===== config.mk =====
export PLATFORM = sky130hd
export DESIGN_NAME = defender_glue_top
export DESIGN_NICKNAME = d
export VERILOG_FILES = /design/src/common/defender_pkg.sv /design/src/rom_loader/load_control.sv /design/src/rom_loader/rom_region_writer.sv /design/src/verilog/button_pulse.sv /design/src/verilog/defender_glue_top.sv /design/src/verilog/input_mapper.sv
export SDC_FILE = /design/constraint.sdc
export NUM_CORES = 1
export LEC_CHECK = 0
export BUFFER_PORTS_ARGS = -buffer_cell sky130_fd_sc_hd__buf_4
export CAP_MARGIN = 20
export CORE_MARGIN = 10
export CORE_UTILIZATION = 35
export CTS_CLUSTER_DIAMETER = 120
export DETAILED_ROUTE_END_ITERATION = 7
export GPL_ROUTABILITY_DRIVEN = 0
export SYNTH_ARGS = -nofsm -noshare
export SYNTH_HDL_FRONTEND = slang
export SYNTH_HIERARCHICAL = 1
export SYNTH_SLANG_ARGS = --single-unit

===== constraint.sdc =====
create_clock -name clk_sys -period 8.85 [get_ports clk_sys]
set_clock_uncertainty 0.1 [all_clocks]
set_input_delay 1.77 -clock clk_sys [delete_from_list [all_inputs] [get_ports clk_sys]]
set_output_delay 1.77 -clock clk_sys [all_outputs]
set_load 0.02 [all_outputs]

===== src/common/defender_pkg.sv =====
/* shared widths, port structs and game variant codes
   ROM map of the two regions, credit counts and pulse length */
`default_nettype none

package defender_pkg;

	localparam int BYTE_ADDR_W = 25;
	localparam int WORD_ADDR_W = 15;

	typedef logic [7:0]             port_byte_t; // one core input port
	typedef logic [BYTE_ADDR_W-1:0] byte_addr_t;
	typedef logic [WORD_ADDR_W-1:0] word_addr_t; // word offset inside a region
	typedef logic [6:0]             core_mod_t;
	typedef logic [31:0]            status_t;

	// option word bits
	localparam int STAT_RESET   = 0;
	localparam int STAT_AUTOUP  = 7;
	localparam int STAT_ADVANCE = 8;
	localparam int STAT_HSRESET = 9;
	localparam int STAT_DIP     = 10; // three dip bits from here up

	typedef enum core_mod_t {
		DEFENDER = 7'd0,
		COLONY7  = 7'd1,
		MAYDAY   = 7'd2,
		JIN      = 7'd3
	} game_t;

	typedef struct packed {
		logic up;
		logic down;
		logic left;
		logic right;
		logic fire_a;
		logic fire_b;
		logic fire_c;
		logic fire_d;
		logic one_player;
		logic two_players;
		logic coin1;
		logic coin2;
	} controls_t;

	typedef struct packed {
		logic [7:0] index;
		byte_addr_t addr;
		logic [7:0] data;
	} dl_byte_t;

	typedef struct packed {
		word_addr_t  addr;
		logic [15:0] data;
		logic [1:0]  be; // bit 0 low byte, bit 1 high byte
	} mem_word_t;

	// main cpu and decoder 0000-73ff, sound cpu 7400-7bff
	localparam int MAIN_BASE  = 'h0000;
	localparam int MAIN_WORDS = 'h3A00;
	localparam int SND_BASE   = 'h7400;
	localparam int SND_WORDS  = 'h0400;
	localparam int ROM_END    = SND_BASE + 2 * SND_WORDS;

	localparam int MEM_CREDITS  = 2;
	localparam int DL_CREDITS   = 1;
	localparam int MEM_CREDIT_W = $clog2(MEM_CREDITS + 1);

	typedef logic [MEM_CREDIT_W-1:0] credit_t;

	localparam int PULSE_CYCLES = 32; // short enough to watch in simulation

endpackage

`default_nettype wire


===== src/rom_loader/load_control.sv =====
/* download index filter, byte credit return and
   load status FSM driving rom_loaded and the core reset */
`default_nettype none

module load_control (
	input  wire logic                   clk_sys,
	input  wire logic                   arst_n,
	input  wire logic                   dl_download,
	input  wire logic                   dl_valid,
	input  wire defender_pkg::dl_byte_t dl,
	input  wire defender_pkg::status_t  status,
	input  wire logic                   main_free,
	input  wire logic                   snd_free,
	input  wire logic                   main_done,
	input  wire logic                   snd_done,
	output logic                        wr_valid,
	output logic                        dl_credit,
	output logic                        rom_loaded,
	output logic                        core_reset,
	output logic                        led
);

	typedef enum logic [1:0] {
		LD_IDLE,
		LD_BUSY,  // download running
		LD_DRAIN, // waiting on both writers
		LD_DONE
	} load_state_t;

	load_state_t state;
	logic        drop_free;

	// only index 0 carries rom data
	assign wr_valid = dl_valid && dl.index == 8'h00;

	// free pulses never overlap with one byte in flight
	assign dl_credit  = main_free || snd_free || drop_free;
	assign rom_loaded = (state == LD_DONE);
	assign led        = ~dl_download;

	always_ff @(posedge clk_sys or negedge arst_n) begin
		if (!arst_n) begin
			state      <= LD_IDLE;
			drop_free  <= 1'b0;
			core_reset <= 1'b1;
		end else begin
			drop_free  <= dl_valid && dl.index != 8'h00;
			core_reset <= status[defender_pkg::STAT_RESET] || dl_download || !rom_loaded;
			case (state)
				LD_IDLE: begin
					if (dl_download)
						state <= LD_BUSY;
				end
				LD_BUSY: begin
					if (!dl_download)
						state <= LD_DRAIN;
				end
				LD_DRAIN: begin
					if (dl_download)
						state <= LD_BUSY; // restarted before the drain finished
					else if (main_done && snd_done)
						state <= LD_DONE;
				end
				LD_DONE: begin
					if (dl_download)
						state <= LD_BUSY;
				end
				default: state <= LD_IDLE;
			endcase
		end
	end

endmodule

`default_nettype wire


===== src/rom_loader/rom_region_writer.sv =====
/* packs download bytes of one address region into 16-bit words,
   queues them in a two-entry buffer and issues them against memory credits */
`default_nettype none

module rom_region_writer #(
	parameter int unsigned region_base  = 0,
	parameter int unsigned region_words = 1
) (
	input  wire logic                   clk_sys,
	input  wire logic                   arst_n,
	input  wire logic                   dl_download,
	input  wire logic                   dl_valid,
	input  wire defender_pkg::dl_byte_t dl,
	input  wire logic                   credit,
	output logic                        byte_free,
	output logic                        wr,
	output defender_pkg::mem_word_t     word,
	output logic                        done
);

	localparam int aw = defender_pkg::BYTE_ADDR_W;
	localparam defender_pkg::byte_addr_t base_addr = defender_pkg::byte_addr_t'(region_base);
	localparam defender_pkg::byte_addr_t span = defender_pkg::byte_addr_t'(2 * region_words);
	// the region at the top of the map also takes the tail past it
	localparam bit last_region = (region_base + 2 * region_words) == defender_pkg::ROM_END;

	defender_pkg::dl_byte_t   slot, cur;
	logic                     slot_valid, cur_valid;
	logic [7:0]               lo_data;
	defender_pkg::word_addr_t lo_addr, cur_waddr;
	logic                     lo_valid;
	defender_pkg::mem_word_t  fifo [2];
	logic                     rd_ptr, wr_ptr;
	logic [1:0]               count;
	defender_pkg::credit_t    credits;
	logic [aw:0]              off_in, off_cur; // top bit is the borrow
	logic                     claim, in_range;
	logic                     pop, room, push, move, lo_load;
	defender_pkg::mem_word_t  push_word;

	assign off_in    = {1'b0, dl.addr} - {1'b0, base_addr};
	assign claim     = dl_valid && !off_in[aw] && (last_region || off_in[aw-1:0] < span);
	assign cur_valid = slot_valid || claim;
	assign cur       = slot_valid ? slot : dl;
	assign off_cur   = {1'b0, cur.addr} - {1'b0, base_addr};
	assign in_range  = off_cur[aw-1:0] < span;
	assign cur_waddr = off_cur[defender_pkg::WORD_ADDR_W:1];

	always_comb begin
		pop       = (count != 2'd0) && (credits != '0);
		room      = (count != 2'd2) || pop;
		push      = 1'b0;
		move      = 1'b0;
		lo_load   = 1'b0;
		push_word = '{addr: lo_addr, data: {8'h00, lo_data}, be: 2'b01}; // lone low byte
		if (cur_valid) begin
			if (!in_range) begin
				move = 1'b1; // dropped, slot still freed
			end else if (lo_valid && cur.addr[0] && lo_addr == cur_waddr) begin
				push           = room;
				move           = room;
				push_word.data = {cur.data, lo_data};
				push_word.be   = 2'b11;
			end else if (lo_valid) begin
				push = room; // gap in the stream, flush the low half first
			end else if (!cur.addr[0]) begin
				move    = 1'b1;
				lo_load = 1'b1;
			end else begin
				push      = room;
				move      = room;
				push_word = '{addr: cur_waddr, data: {cur.data, 8'h00}, be: 2'b10};
			end
		end else if (!dl_download && lo_valid) begin
			push = room; // end of download
		end
	end

	always_ff @(posedge clk_sys or negedge arst_n) begin
		if (!arst_n) begin
			slot_valid <= 1'b0;
			lo_valid   <= 1'b0;
			byte_free  <= 1'b0;
			wr         <= 1'b0;
			rd_ptr     <= 1'b0;
			wr_ptr     <= 1'b0;
			count      <= 2'd0;
			credits    <= defender_pkg::credit_t'(defender_pkg::MEM_CREDITS);
		end else begin
			slot_valid <= cur_valid && !move;
			lo_valid   <= lo_load || (lo_valid && !push);
			byte_free  <= move;
			wr         <= pop;
			if (push)
				wr_ptr <= ~wr_ptr;
			if (pop)
				rd_ptr <= ~rd_ptr;
			count   <= count + {1'b0, push} - {1'b0, pop};
			credits <= credits + defender_pkg::credit_t'(credit)
				- defender_pkg::credit_t'(pop);
		end
	end

	always_ff @(posedge clk_sys) begin
		if (cur_valid)
			slot <= cur;
		if (lo_load) begin
			lo_data <= cur.data;
			lo_addr <= cur_waddr;
		end
		if (push)
			fifo[wr_ptr] <= push_word;
		if (pop)
			word <= fifo[rd_ptr];
	end

	assign done = !dl_download && !slot_valid && !lo_valid && count == 2'd0
		&& credits == defender_pkg::credit_t'(defender_pkg::MEM_CREDITS);

endmodule

`default_nettype wire


===== src/verilog/button_pulse.sv =====
/* rising-edge detector that stretches a button press
   into a fixed-length pulse */
`default_nettype none

module button_pulse #(
	parameter int unsigned pulse_cycles = 32
) (
	input  wire logic clk_sys,
	input  wire logic arst_n,
	input  wire logic btn,
	output logic      pulse
);

	localparam int unsigned cnt_w = $clog2(pulse_cycles + 1);

	logic             btn_d;
	logic [cnt_w-1:0] count;

	always_ff @(posedge clk_sys or negedge arst_n) begin
		if (!arst_n) begin
			btn_d <= 1'b0;
			count <= '0;
		end else begin
			btn_d <= btn;
			if (btn && !btn_d)
				count <= cnt_w'(pulse_cycles); // new press restarts the pulse
			else if (count != '0)
				count <= count - 1'b1;
		end
	end

	assign pulse = (count != '0);

endmodule

`default_nettype wire


===== src/verilog/defender_glue_top.sv =====
/* glue between the host loader and the defender core:
   input mapping, option pulses and the two rom region writers */
`default_nettype none

module defender_glue_top (
	input  wire logic                    clk_sys,
	input  wire logic                    arst_n,
	input  wire defender_pkg::core_mod_t core_mod,
	input  wire defender_pkg::status_t   status,
	input  wire defender_pkg::controls_t controls,
	input  wire logic                    dl_download,
	input  wire logic                    dl_valid,
	input  wire defender_pkg::dl_byte_t  dl,
	input  wire logic                    main_credit,
	input  wire logic                    snd_credit,
	output wire logic                    dl_credit,
	output wire logic                    main_wr,
	output wire defender_pkg::mem_word_t main_word,
	output wire logic                    snd_wr,
	output wire defender_pkg::mem_word_t snd_word,
	output wire defender_pkg::port_byte_t input0,
	output wire defender_pkg::port_byte_t input1,
	output wire defender_pkg::port_byte_t input2,
	output wire logic                    mayday,
	output wire logic [1:0]              orientation,
	output wire logic                    rom_loaded,
	output wire logic                    core_reset,
	output wire logic                    led
);

	wire logic advance, hs_reset;
	wire logic wr_valid;
	wire logic main_free, snd_free;
	wire logic main_done, snd_done;

	button_pulse #(.pulse_cycles(defender_pkg::PULSE_CYCLES)) u_adv_pulse (
		.clk_sys (clk_sys),
		.arst_n  (arst_n),
		.btn     (status[defender_pkg::STAT_ADVANCE]),
		.pulse   (advance)
	);

	button_pulse #(.pulse_cycles(defender_pkg::PULSE_CYCLES)) u_hsr_pulse (
		.clk_sys (clk_sys),
		.arst_n  (arst_n),
		.btn     (status[defender_pkg::STAT_HSRESET]),
		.pulse   (hs_reset)
	);

	input_mapper u_input_mapper (
		.core_mod    (core_mod),
		.status      (status),
		.controls    (controls),
		.advance     (advance),
		.hs_reset    (hs_reset),
		.input0      (input0),
		.input1      (input1),
		.input2      (input2),
		.mayday      (mayday),
		.orientation (orientation)
	);

	load_control u_load_control (
		.clk_sys     (clk_sys),
		.arst_n      (arst_n),
		.dl_download (dl_download),
		.dl_valid    (dl_valid),
		.dl          (dl),
		.status      (status),
		.main_free   (main_free),
		.snd_free    (snd_free),
		.main_done   (main_done),
		.snd_done    (snd_done),
		.wr_valid    (wr_valid),
		.dl_credit   (dl_credit),
		.rom_loaded  (rom_loaded),
		.core_reset  (core_reset),
		.led         (led)
	);

	// main cpu program and decoder
	rom_region_writer #(
		.region_base  (defender_pkg::MAIN_BASE),
		.region_words (defender_pkg::MAIN_WORDS)
	) u_main_writer (
		.clk_sys     (clk_sys),
		.arst_n      (arst_n),
		.dl_download (dl_download),
		.dl_valid    (wr_valid),
		.dl          (dl),
		.credit      (main_credit),
		.byte_free   (main_free),
		.wr          (main_wr),
		.word        (main_word),
		.done        (main_done)
	);

	rom_region_writer #(
		.region_base  (defender_pkg::SND_BASE),
		.region_words (defender_pkg::SND_WORDS)
	) u_snd_writer (
		.clk_sys     (clk_sys),
		.arst_n      (arst_n),
		.dl_download (dl_download),
		.dl_valid    (wr_valid),
		.dl          (dl),
		.credit      (snd_credit),
		.byte_free   (snd_free),
		.wr          (snd_wr),
		.word        (snd_word),
		.done        (snd_done)
	);

endmodule

`default_nettype wire


===== src/verilog/input_mapper.sv =====
/* maps player controls and option bits onto the three
   core input ports, the mayday flag and the screen orientation */
`default_nettype none

module input_mapper (
	input  wire defender_pkg::core_mod_t core_mod,
	input  wire defender_pkg::status_t   status,
	input  wire defender_pkg::controls_t controls,
	input  wire logic                    advance,
	input  wire logic                    hs_reset,
	output defender_pkg::port_byte_t     input0,
	output defender_pkg::port_byte_t     input1,
	output defender_pkg::port_byte_t     input2,
	output logic                         mayday,
	output logic [1:0]                   orientation
);

	defender_pkg::game_t game;
	logic                autoup;
	logic [2:0]          dip;

	assign game   = defender_pkg::game_t'(core_mod);
	assign autoup = status[defender_pkg::STAT_AUTOUP];
	assign dip    = status[defender_pkg::STAT_DIP +: 3];

	always_comb begin
		mayday      = 1'b0;
		input0      = '0;
		input1      = '0;
		input2      = '0;
		orientation = 2'b10; // landscape

		case (game)
			defender_pkg::DEFENDER: begin
				// rom board pia port a
				input0 = {3'b000, controls.coin1, hs_reset, 1'b0, advance, autoup};
				// thrust is either stick direction, reverse is taken from down
				input1 = {controls.down, controls.left | controls.right,
					controls.one_player, controls.two_players,
					controls.fire_d, controls.fire_c, controls.fire_b, controls.fire_a};
				input2 = {7'b0000000, controls.up};
			end
			defender_pkg::COLONY7: begin
				orientation = 2'b01;
				input0 = {3'b000, controls.coin1, 2'b00, dip[1], dip[0]}; // bonus, lives
				input1 = {controls.fire_b, controls.fire_a,
					controls.one_player, controls.two_players,
					controls.up, controls.left, controls.right, controls.down};
				input2 = {7'b0000000, controls.fire_c};
			end
			defender_pkg::MAYDAY: begin
				mayday = 1'b1; // protection check on
				input0 = {2'b00, controls.coin2, controls.coin1, 1'b0,
					hs_reset, advance, autoup};
				input1 = {controls.down, 1'b0,
					controls.one_player, controls.two_players,
					controls.fire_b, controls.fire_c, controls.right, controls.fire_a};
				input2 = {7'b0000000, controls.up};
			end
			defender_pkg::JIN: begin
				orientation = 2'b11;
				input0 = {3'b000, controls.coin2, controls.coin1, 3'b000};
				input1 = {controls.fire_b, controls.fire_a,
					controls.one_player, controls.two_players,
					controls.right, controls.left, controls.down, controls.up};
				// level dips are active low, lives in bit 3
				input2 = {1'b0, ~dip[2:1], 1'b0, dip[0], 3'b000};
			end
			default: begin
				input0 = '0; // unknown variant, ports stay quiet
			end
		endcase
	end

endmodule

`default_nettype wire

After elaboration in Yosys (flattened, before gate mapping)
Memories as Yosys holds them, arrays and structs flattened. A register that Yosys moved wholly into a read port is not among the register bits.
Cells that the tools add are included.
Storage, ports and cells
  flip-flop bits (word level): 150
  bits in latches: 0
  memory bits (writable): 132
  bits in read-only memories: 0
  input bits: 98
  word-level logic and storage cells: 201
  memories kept: 2
Memory list
  u_main_writer.fifo: depth 2, bits a word 33, rd ports 1, clocked after Yosys merged registers in 1, write ports 1, RTL line rom_region_writer.sv:32  | defender_pkg::mem_word_t fifo [2];
  u_snd_writer.fifo: depth 2, bits a word 33, rd ports 1, clocked after Yosys merged registers in 1, write ports 1, RTL line rom_region_writer.sv:32
Operators by class
  add/sub/neg operators: 12
  multipliers: 0
  divide/modulo/power cells: 0
  magnitude comparators: 3
  equality and inequality tests: 15
  shifts and indexed selects: 0
  mux-type cells: 64
  bitwise gates (word level): 7
  reduce and logical (&&, ||, !) cells: 67
Operators with widths (count)
  $mux W33: 10
  $lt A25 B15 Y1 const B: 2
  $mux W1: 37
  $mux W18: 2
  $pmux W8 S4: 1
  $eq A15 B15 Y1: 2
  $mux W15: 2
  $logic_and A1 B1 Y1: 27
  $sub A25 B15 Y26 const B: 1
  $lt A25 B12 Y1 const B: 1
  $sub A25 B15 Y25 const B: 1
  $mux W6: 4
  $pmux W6 S4: 1
  $pmux W7 S3: 1
  $eq A7 B2 Y1 const B: 2
  $logic_not A1 Y1: 13
  $reduce_bool A2 Y1: 6
  $reduce_bool A6 Y1: 2
  $sub A6 B1 Y6 const B: 2
  $logic_or A1 B1 Y1: 10
  $add A2 B1 Y2: 4
  $eq A2 B2 Y1 const B: 4
  $logic_not A8 Y1: 1
  $mux W2: 4
  other kinds (16): 28

Depth between registers and ports, before layout
Gate-level depths: netlist (run 1).
  depth in word-level cells: 11
  mapped depth: 17
  mapped depth without buffers: 12

Modules after synthesis
The synthesis (run 1) kept the hierarchy.
By module, submodules not included
  rom_region_writer at u_snd_writer: times used 1, cells each 429, area each 7109.3 sq um, seq. area each 4906.0 sq um
  rom_region_writer at u_main_writer: times used 1, cells each 356, area each 6690.2 sq um, seq. area each 4906.0 sq um
  button_pulse: times used 2, cells each 38, area each 370.4 sq um, seq. area each 175.2 sq um
  input_mapper: times used 1, cells each 60, area each 377.9 sq um, seq. area each 0.0 sq um
  load_control: times used 1, cells each 25, area each 245.2 sq um, seq. area each 101.3 sq um

Least setup slack after synthesis (run 1)
OpenSTA, ideal clock, no wires.
  path kind: input port to flip-flop
  start: input dl[30] (netlist name)
  end: memory u_snd_writer/fifo[0][0] (netlist name), enable pin
  data arrival time: 6.530 ns
  required time: 8.286 ns
  slack: 1.755 ns
  cell stages on the path: 8
  path buffers: 0
  path through: nor4_1 > nand2_1 > o41ai_1 > and2_1 > clkinv_1 > nor3_1 > a21oi_1 > nor3_1
On the way
  cells in the longest elaborated chain, start to end: 7
  elaborated cells between the ends (all ways): 11
  classes of those cells: add/sub: 2; order compare: 1; mux: 5; reduce/logical: 3
Ends and longest elaborated chain
  start, declared: RTL line defender_glue_top.sv:13  | input wire defender_pkg::dl_byte_t dl,
  $sub A25 B15 Y26: RTL line rom_region_writer.sv:41  | assign off_in = {1'b0, dl.addr} - {1'b0, base_addr};
  $logic_not A1 Y1: RTL line rom_region_writer.sv:42  | assign claim = dl_valid && !off_in[aw] && (last_region || off_in[aw-1:0] < span);
  $logic_and A1 B1 Y1: RTL line rom_region_writer.sv:42
  $logic_or A1 B1 Y1: RTL line rom_region_writer.sv:43  | assign cur_valid = slot_valid || claim;
  named net u_snd_writer.cur_valid: RTL line rom_region_writer.sv:28  | logic slot_valid, cur_valid;
  $mux W1: RTL line rom_region_writer.sv:56  | if (cur_valid) begin
  $mux W1: RTL line rom_region_writer.sv:111  | if (push)
  $mux W1 (implied by the code): RTL line rom_region_writer.sv:112  | fifo[wr_ptr] <= push_word;
  end, declared: RTL line rom_region_writer.sv:32
The timed path passes the listed nets, and every way through them passes these cells.

Worst setup path after layout (run 1)
  start: input core_mod[3]
  end: output orientation[1]
On the way
  cells in the longest elaborated chain, start to end: 2
  elaborated cells between the ends (all ways): 3
  classes of those cells: eq/ne: 2; mux: 1
Ends and longest elaborated chain
  start, declared: RTL line defender_glue_top.sv:8  | input wire defender_pkg::core_mod_t core_mod,
  $eq A7 B2 Y1 / $eq A7 B1 Y1 (equally long branches): RTL line input_mapper.sv:33  | case (game)
  $pmux W2 S2 *: RTL line input_mapper.sv:33
  end, declared: RTL line defender_glue_top.sv:25  | output wire logic [1:0] orientation,
Every way passes the cells marked *; elsewhere a longest branch is shown, timed or not.

==> summary.md, run 1 <==
| Metric | Value |
|---|---|
| Outcome | complete, no violations |
| CTS tree | done |
| Commonest non-fill, non-tap cell in the layout | edfxtp_1 |
| Leakage Power | 6.62 nW |
| Routed wire per std cell | 18.6 µm |
| I/O Buffers | 165 |
| Via count | 8604 |
| Total grt overflow | 0 |
| First DRT Iteration DRCs | 457 |
| Worst hold path depth | 1 |
| Max VDD drop | 140 µV |
| Drt pass-1 iters | 4 |
| FF-to-FF Start | u_snd_writer/slot_valid |
| P per Cell Area | 273 nW/µm² |
| Largest net degree at the start of global routing | 41 |
| Synthesized instance count | 946 |
| H-Tree Depth | 2 |
| Die Ht | 228 µm |
| Synth Area per Inst | 16.0 µm² |
| Fin crit share | 0.590 |
| Ports | 197 |
| FP Rows | 76 |
| CP Capture Type | output pin |
| Design area | 18400 µm² |
| Setup TNS | 0 ns |
| Core Util, Final | 0.427 |
| F_max | 192 MHz |
| Fin. Hold Viols | 0 |
| Worst Path Max Fanout | 15 |
| Cell mode on critical path | buf_4 |
| TritonCTS Buffers | 39 |
| CTS root buf | clkbuf_16 |
| Synth Register Bits | 348 |
| Number of max-cap violations | 0 |
| Core Box Area | 43000 µm² |
| Slew HR | 0.277 |
| ANT nets after route | 0 |
| Post-cts resize count | 0 |
| Drt via density | 4.91 |
| FILL cells | 3944 |
| Reg2reg setup slack | 4.14 ns |
| Critical path's slowest cell | or4_1 |
| Measured slew at the worst slew-check pin | 1.08 ns |
| Post-synth ARST share | 0.109 |
| Slew Viols, Final | 0 |
| Worst min-delay path startpoint | u_snd_writer/rd_ptr |
| Required @ worst endpoint | 6.98 ns |
| Drt total wl | 32700 µm |
| Max stage delay on crit path | 0.66 ns |
| Die area | 52100 µm² |
| Initial Util | 0.353 |
| Number of global-route vias before repair | 8988 |
| Area after detailed placement | 17100 µm² |
| Residual DRC | 0 |
| Synthesis Warnings | 6 |
| First-pass GRT wire length | 51200 µm |
| Share of cells above drive strength 1 | 0.356 |
| Total Routing Usage GR | 0.122 |
| Synthesis-to-layout area growth | 21.1% |
| Yosys top cell area share | 0.614 |
| Setup violations, final | 0 |
| Synth area leaders | edfxtp_1 61%, mux2_2 9.3%, dfrtp_1 5.8% |
| Hold buffers post-CTS | 0 |
| Mapped Area | 15200 µm² |
| Unrepaired setup endpoints after global routing | false |
| Setup Crit Path Kind | in2out |
| DP HPWL | 22300 µm |
| Post-CTS Setup Bufs | 0 |
| Clock slew at reported path FFs | 0.05 ns |
| Die X-Extent | 228 µm |
| Most frequent cells in the layout | 310 x edfxtp_1, 179 x buf_4, 125 x mux2_2, 39 x clkbuf_16, 35 x inv_1 |
| Non-Filler Instances | 1754 |
| Critical Path, Cell by Cell | buf_4 > or2_1 > or4_1 > or3_1 > buf_4 |
| Post-Place Cells | 1680 |
| Antenna violations before repair | 4 |
| Nets | 1250 |
| Tmin final | 5.22 ns |
| Skew-Pair Late Insertion Delay | 0.54 ns |
| Number of flops mapped to enable cells by yosys | 310 |
| Distinct cells, synth | 82 |
| Primary FF master, synth | edfxtp_1 |
| Seq/Total Area, Yosys | 0.677 |
| R2R Path End | u_snd_writer/fifo[1][15] |
| Clock Sink Count | 348 |
| Max Buffers Root-to-Sink | 3 |
| Hold EP | u_snd_writer/rd_ptr |
| HP Class | reg2reg |
| Yosys top cell by area | edfxtp_1 |
| R2R cell count | 11 |
| Type of origin of the critical path | input port |
| Worst Path Arrival | 3.35 ns |
-- sequential cells by signal (all words and copies together) (netlist names), 8 cells and up --
name	cells
u_snd_writer/word	33
u_snd_writer/fifo	66
u_main_writer/fifo	66
u_snd_writer/lo_addr	15
u_snd_writer/slot	33
u_main_writer/slot	33
u_main_writer/lo_addr	15
u_main_writer/word	33
u_snd_writer/lo_data	8
u_main_writer/lo_data	8
-- through the flow --
stage | hold WS [ns] | setup WS (ns) | total power [mW]
4_1_cts | 0.381 | 3.63 | 5.10
5_1_grt | 0.410 | 3.58 | 5.27
3_3_place_gp | 0.365 | 3.49 | 3.43
6_report | 0.381 | 3.63 | 5.01
2_1_floorplan | 0.387 | 1.76 | 2.96
3_5_place_dp | 0.374 | 3.45 | 3.46
-- worst max path at each step --
stage	startpoint	slack, ns	cells after the start	endpoint
final	core_mod[3]	3.63	5	orientation[1]
after global routing	core_mod[3]	3.58	5	orientation[1]
after CTS	core_mod[3]	3.63	5	orientation[1]
after detailed placement	dl[18]	3.45	11	u_snd_writer/fifo[1][15]
after global placement	dl[18]	3.49	11	u_snd_writer/fifo[1][7]
after floorplan	dl[30]	1.76	8	u_snd_writer/fifo[0][0]
-- metal layers --
layer | vias up | share of wire | global-route usage
met2 | 244 | 0.46 | 0.193
met3 | 52 | 0.067 | 0.0377
li1 | 4030 | - | -
met4 | 6 | 0.021 | 0.0356
met1 | 4272 | 0.45 | 0.157
met5 | - | 0.0014 | 0
-- final cells by class --
| cell class | count | area (µm²) | share of cell area |
|---|---|---|---|
| antenna | 1 | 2.50 | 0.000136 |
| clock buffer | 49 | 1020 | 0.0557 |
| clock inverter | 23 | 279 | 0.0152 |
| inverter | 37 | 139 | 0.00756 |
| multi-input combinational | 531 | 4570 | 0.249 |
| sequential | 348 | 10300 | 0.559 |
| tap | 585 | 732 | 0.0399 |
| timing repair buffer | 180 | 1350 | 0.0735 |
-- where the power goes --
| group | switching (mW) | internal, mW | total (mW) |
|---|---|---|---|
| Clock | 0.651 | 0.975 | 1.63 |
| Combinational | 0.675 | 0.509 | 1.18 |
| Sequential | 0.107 | 2.09 | 2.20 |
-- kinds of logic after synthesis --
family	share of synthesized area
simple gates	0.0827
mux	0.127
flops	0.677
other cells	0.000247
buf+inv	0.0243
fa+ha+maj	0.0124
compound gates	0.0482
xor+xnor	0.0284
-- critical path, delay by kind of cell --
kind,cells,cell delay (ns)
buffers and inverters,2,0.28
and+or+nand+nor,3,1.29
-- cells in the mapped netlist, types with 4 or more instances --
cell      count
nand4b_1      5
nand2_1      24
nor3b_1       9
a211oi_1      5
mux2_4       23
and2_1       28
o31ai_1       5
nor4b_1       6
buf_6         7
xor2_1       28
nor2b_1      18
xnor2_1      16
o21ai_0      13
nor4_1       16
o211ai_1      6
nand2b_1      4
o22ai_1       4
mux2i_1       9
mux2_2      125
nand3_1       8
a21o_1        4
nor2_1       29
clkbuf_1     10
buf_1         5
a21oi_1      19
a31oi_1       5
ha_1         15
inv_1        35
nand4_1       6
dfrtp_1      35
nor3_1       15
edfxtp_1    310
and3_1        7
buf_4         8
or4_1         6
No activity file was read; power rests on OpenSTA's default activity.
==> run 2, diff against run 1 <==
Settings changed: ABC_AREA set to 1.
Clock period 8.85 ns to 4.2 ns, I/O delays scaled along.
==> run 2 against run 1 <==
  * Wire length increased by 13%
  * Largest cell class unchanged
  * Worst setup slack got worse by 2.8 ns
  * Clock power increased by 130%
  * Final cell count increased by 38%
  * First-iteration DRC count increased by 68%
  * Design area increased by 4.9%
  * Non-clock buffer count increased by 9
  * Count of clock-buffer cells in the layout decreased by 2
  * Flip-flop and latch count unchanged
  * Via count increased by 30%
  * Critical endpoint is now u_snd_writer/count[1]
  * Sequential share of layout area decreased by 2.6 points
==> summary.md, run 2 <==
| Metric | Value |
|---|---|
| Outcome | complete, no violations |
| FILL cells | 4305 |
| Synth Register Bits | 348 |
| Unrepaired setup endpoints after global routing | false |
| Largest net degree at the start of global routing | 48 |
| Type of origin of the critical path | register |
| FP Rows | 78 |
| Skew-Pair Late Insertion Delay | 0.53 ns |
| Area after detailed placement | 17800 µm² |
| Nets | 1897 |
| Drt via density | 4.62 |
| Setup Crit Path Kind | reg2reg |
| Drt total wl | 36900 µm |
| Die X-Extent | 233 µm |
| Hold WS | 0.186 ns |
| Number of global-route vias before repair | 10900 |
| I/O Buffers | 165 |
| Antenna violations before repair | 1 |
| Synth Area per Inst | 9.97 µm² |
| Core Box Area | 45200 µm² |
| Mapped Area | 15900 µm² |
| Design area | 19300 µm² |
| R2R Path End | u_snd_writer/count[1] |
| Initial Util | 0.353 |
| Distinct cells, synth | 46 |
| Tmin final | 3.38 ns |
| Yosys top cell by area | edfxtp_1 |
| Die area | 54500 µm² |
| Routed wire per std cell | 15.3 µm |
| Pwr Total | 9.71 mW |
| FF-to-FF Start | u_snd_writer/slot_valid |
| Fin. Hold Viols | 0 |
| CTS tree | done |
| Post-synth ARST share | 0.109 |
| Max Buffers Root-to-Sink | 3 |
| Measured slew at the worst slew-check pin | 0.679 ns |
| Seq/Total Area, Yosys | 0.644 |
| Largest regs | u_main_writer/fifo: 66 flops, u_snd_writer/fifo: 66 flops |
| Slew Viols, Final | 0 |
| Share of cells above drive strength 1 | 0.195 |
| HP Class | in2async |
| First DRT Iteration DRCs | 766 |
| R2R cell count | 21 |
| TritonCTS Buffers | 40 |
| Number of max-cap violations | 0 |
| Clock Sink Count | 348 |
| Most frequent cells in the layout | 618 x nand2_1, 310 x edfxtp_1, 186 x buf_4, 166 x inv_1, 81 x nor2_1 |
| Ports | 197 |
| Drt pass-1 iters | 5 |
| CP Capture Type | register |
| Max VDD drop | 248 µV |
| Synth area leaders | edfxtp_1 58%, nand2_1 15%, dfrtp_1 5.5% |
| Synthesized instance count | 1598 |
| Leakage Power | 8.55 nW |
| Synthesis Warnings | 6 |
| Total grt overflow | 0 |
| CTS root buf | clkbuf_16 |
| Fin crit share | 0.806 |
| Setup TNS | 0 ns |
| Post-synth top cells | 618 x nand2_1, 310 x edfxtp_1, 166 x inv_1 |
| F_max | 295 MHz |
| Worst Path Max Fanout | 22 |
| Commonest non-fill, non-tap cell in the layout | nand2_1 |
| Post-CTS Setup Bufs | 0 |
| First-pass GRT wire length | 57900 µm |
| Total Routing Usage GR | 0.133 |
| Slew HR | 0.547 |
| P per Cell Area | 504 nW/µm² |
| Count leader, synth | nand2_1 |
| Post-cts resize count | 0 |
| Core Util, Final | 0.426 |
| Setup violations, final | 0 |
| Worst Path Arrival | 3.70 ns |
| Required @ worst endpoint | 4.51 ns |
| Primary FF master, synth | edfxtp_1 |
| Synthesis-to-layout area growth | 20.9% |
| Reg2reg setup slack | 0.82 ns |
| Yosys top cell area share | 0.584 |
| Clock slew at reported path FFs | 0.06 ns |
| Die Ht | 233 µm |
| Number of flops mapped to enable cells by yosys | 310 |
| Via count | 11200 |
| Hold buffers post-CTS | 0 |
| H-Tree Depth | 2 |
| DP HPWL | 26000 µm |
| ANT nets after route | 0 |
| Residual DRC | 0 |
run 2: logic make-up after synthesis:
| family | share of synthesized area |
|---|---|
| DFF | 0.644 |
| adders and majority gates | 0.0118 |
| buffers and inverters | 0.0645 |
| other | 0.000235 |
| and+or+nand+nor | 0.237 |
| xor gates and xnor gates | 0.00769 |
| AOI/OAI and AO/OA | 0.0345 |
run 2: power breakdown:
part	switching, mW	total [mW]	leakage (nW)	internal (mW)
Combinational	1.08	1.71	4.48	0.625
Clock	1.33	3.68	0.683	2.35
Sequential	0.159	4.33	3.38	4.17
Total	2.57	9.71	8.55	7.14
run 2: area by class of cell:
type | instances | area, µm² | area share
tap | 600 | 751 | 0.0390
multi-input combinational | 1017 | 4680 | 0.243
timing repair buffer | 189 | 1460 | 0.0756
inverter | 188 | 708 | 0.0368
clock inverter | 24 | 345 | 0.0179
sequential | 348 | 10300 | 0.533
antenna | 1 | 2.50 | 0.000130
clock buffer | 47 | 1060 | 0.0549
run 2: per-stage QoR:
| stage | cells | worst slack, ns |
|---|---|---|
| after global placement | 2341 | 0.622 |
| final | 2414 | 0.815 |
| after detailed placement | 2341 | 0.601 |
| after CTS | 2412 | 0.817 |
| after floorplan | 1603 | 0.191 |
| after global routing | 2413 | 0.479 |
run 2: worst max-delay path by stage:
stage	from	endpoint	slack (ns)	depth (start not counted)
detailed placement	dl[18]	u_snd_writer/count[1]	0.60	23
CTS	u_snd_writer/slot_valid	u_snd_writer/count[1]	0.82	21
global placement	dl[18]	u_snd_writer/count[1]	0.62	23
finish	u_snd_writer/slot_valid	u_snd_writer/count[1]	0.82	21
global route	u_snd_writer/slot_valid	u_snd_writer/count[1]	0.48	21
floorplan	dl[33]	u_main_writer/fifo[1][0]	0.19	11
run 2: metal layers:
| layer | up-vias | global-route usage | routed length, µm |
|---|---|---|---|
| met4 | 0 | 0.0399 | 828 |
| met2 | 283 | 0.219 | 17400 |
| met1 | 5274 | 0.170 | 16000 |
| li1 | 5550 | - | - |
| met3 | 54 | 0.0341 | 2640 |
| met5 | - | 0 | 0 |
run 2: critical path: stages, from the launching register on:
cell	delay, ns
dfrtp_1	0.38
inv_2	0.32
buf_4	0.30
nand2_1	0.09
nand2_2	0.14
nand3_1	0.11
nor2_2	0.12
nand2_1	0.06
nand2_1	0.12
nand2_1	0.07
nor2_1	0.08
nand2_1	0.07
nor2_2	0.24
nand3_1	0.20
nand2_1	0.17
nand2_1	0.06
nand2_1	0.07
ha_1	0.17
xor2_1	0.20
inv_1	0.06
nand4_1	0.08
nand2_1	0.06
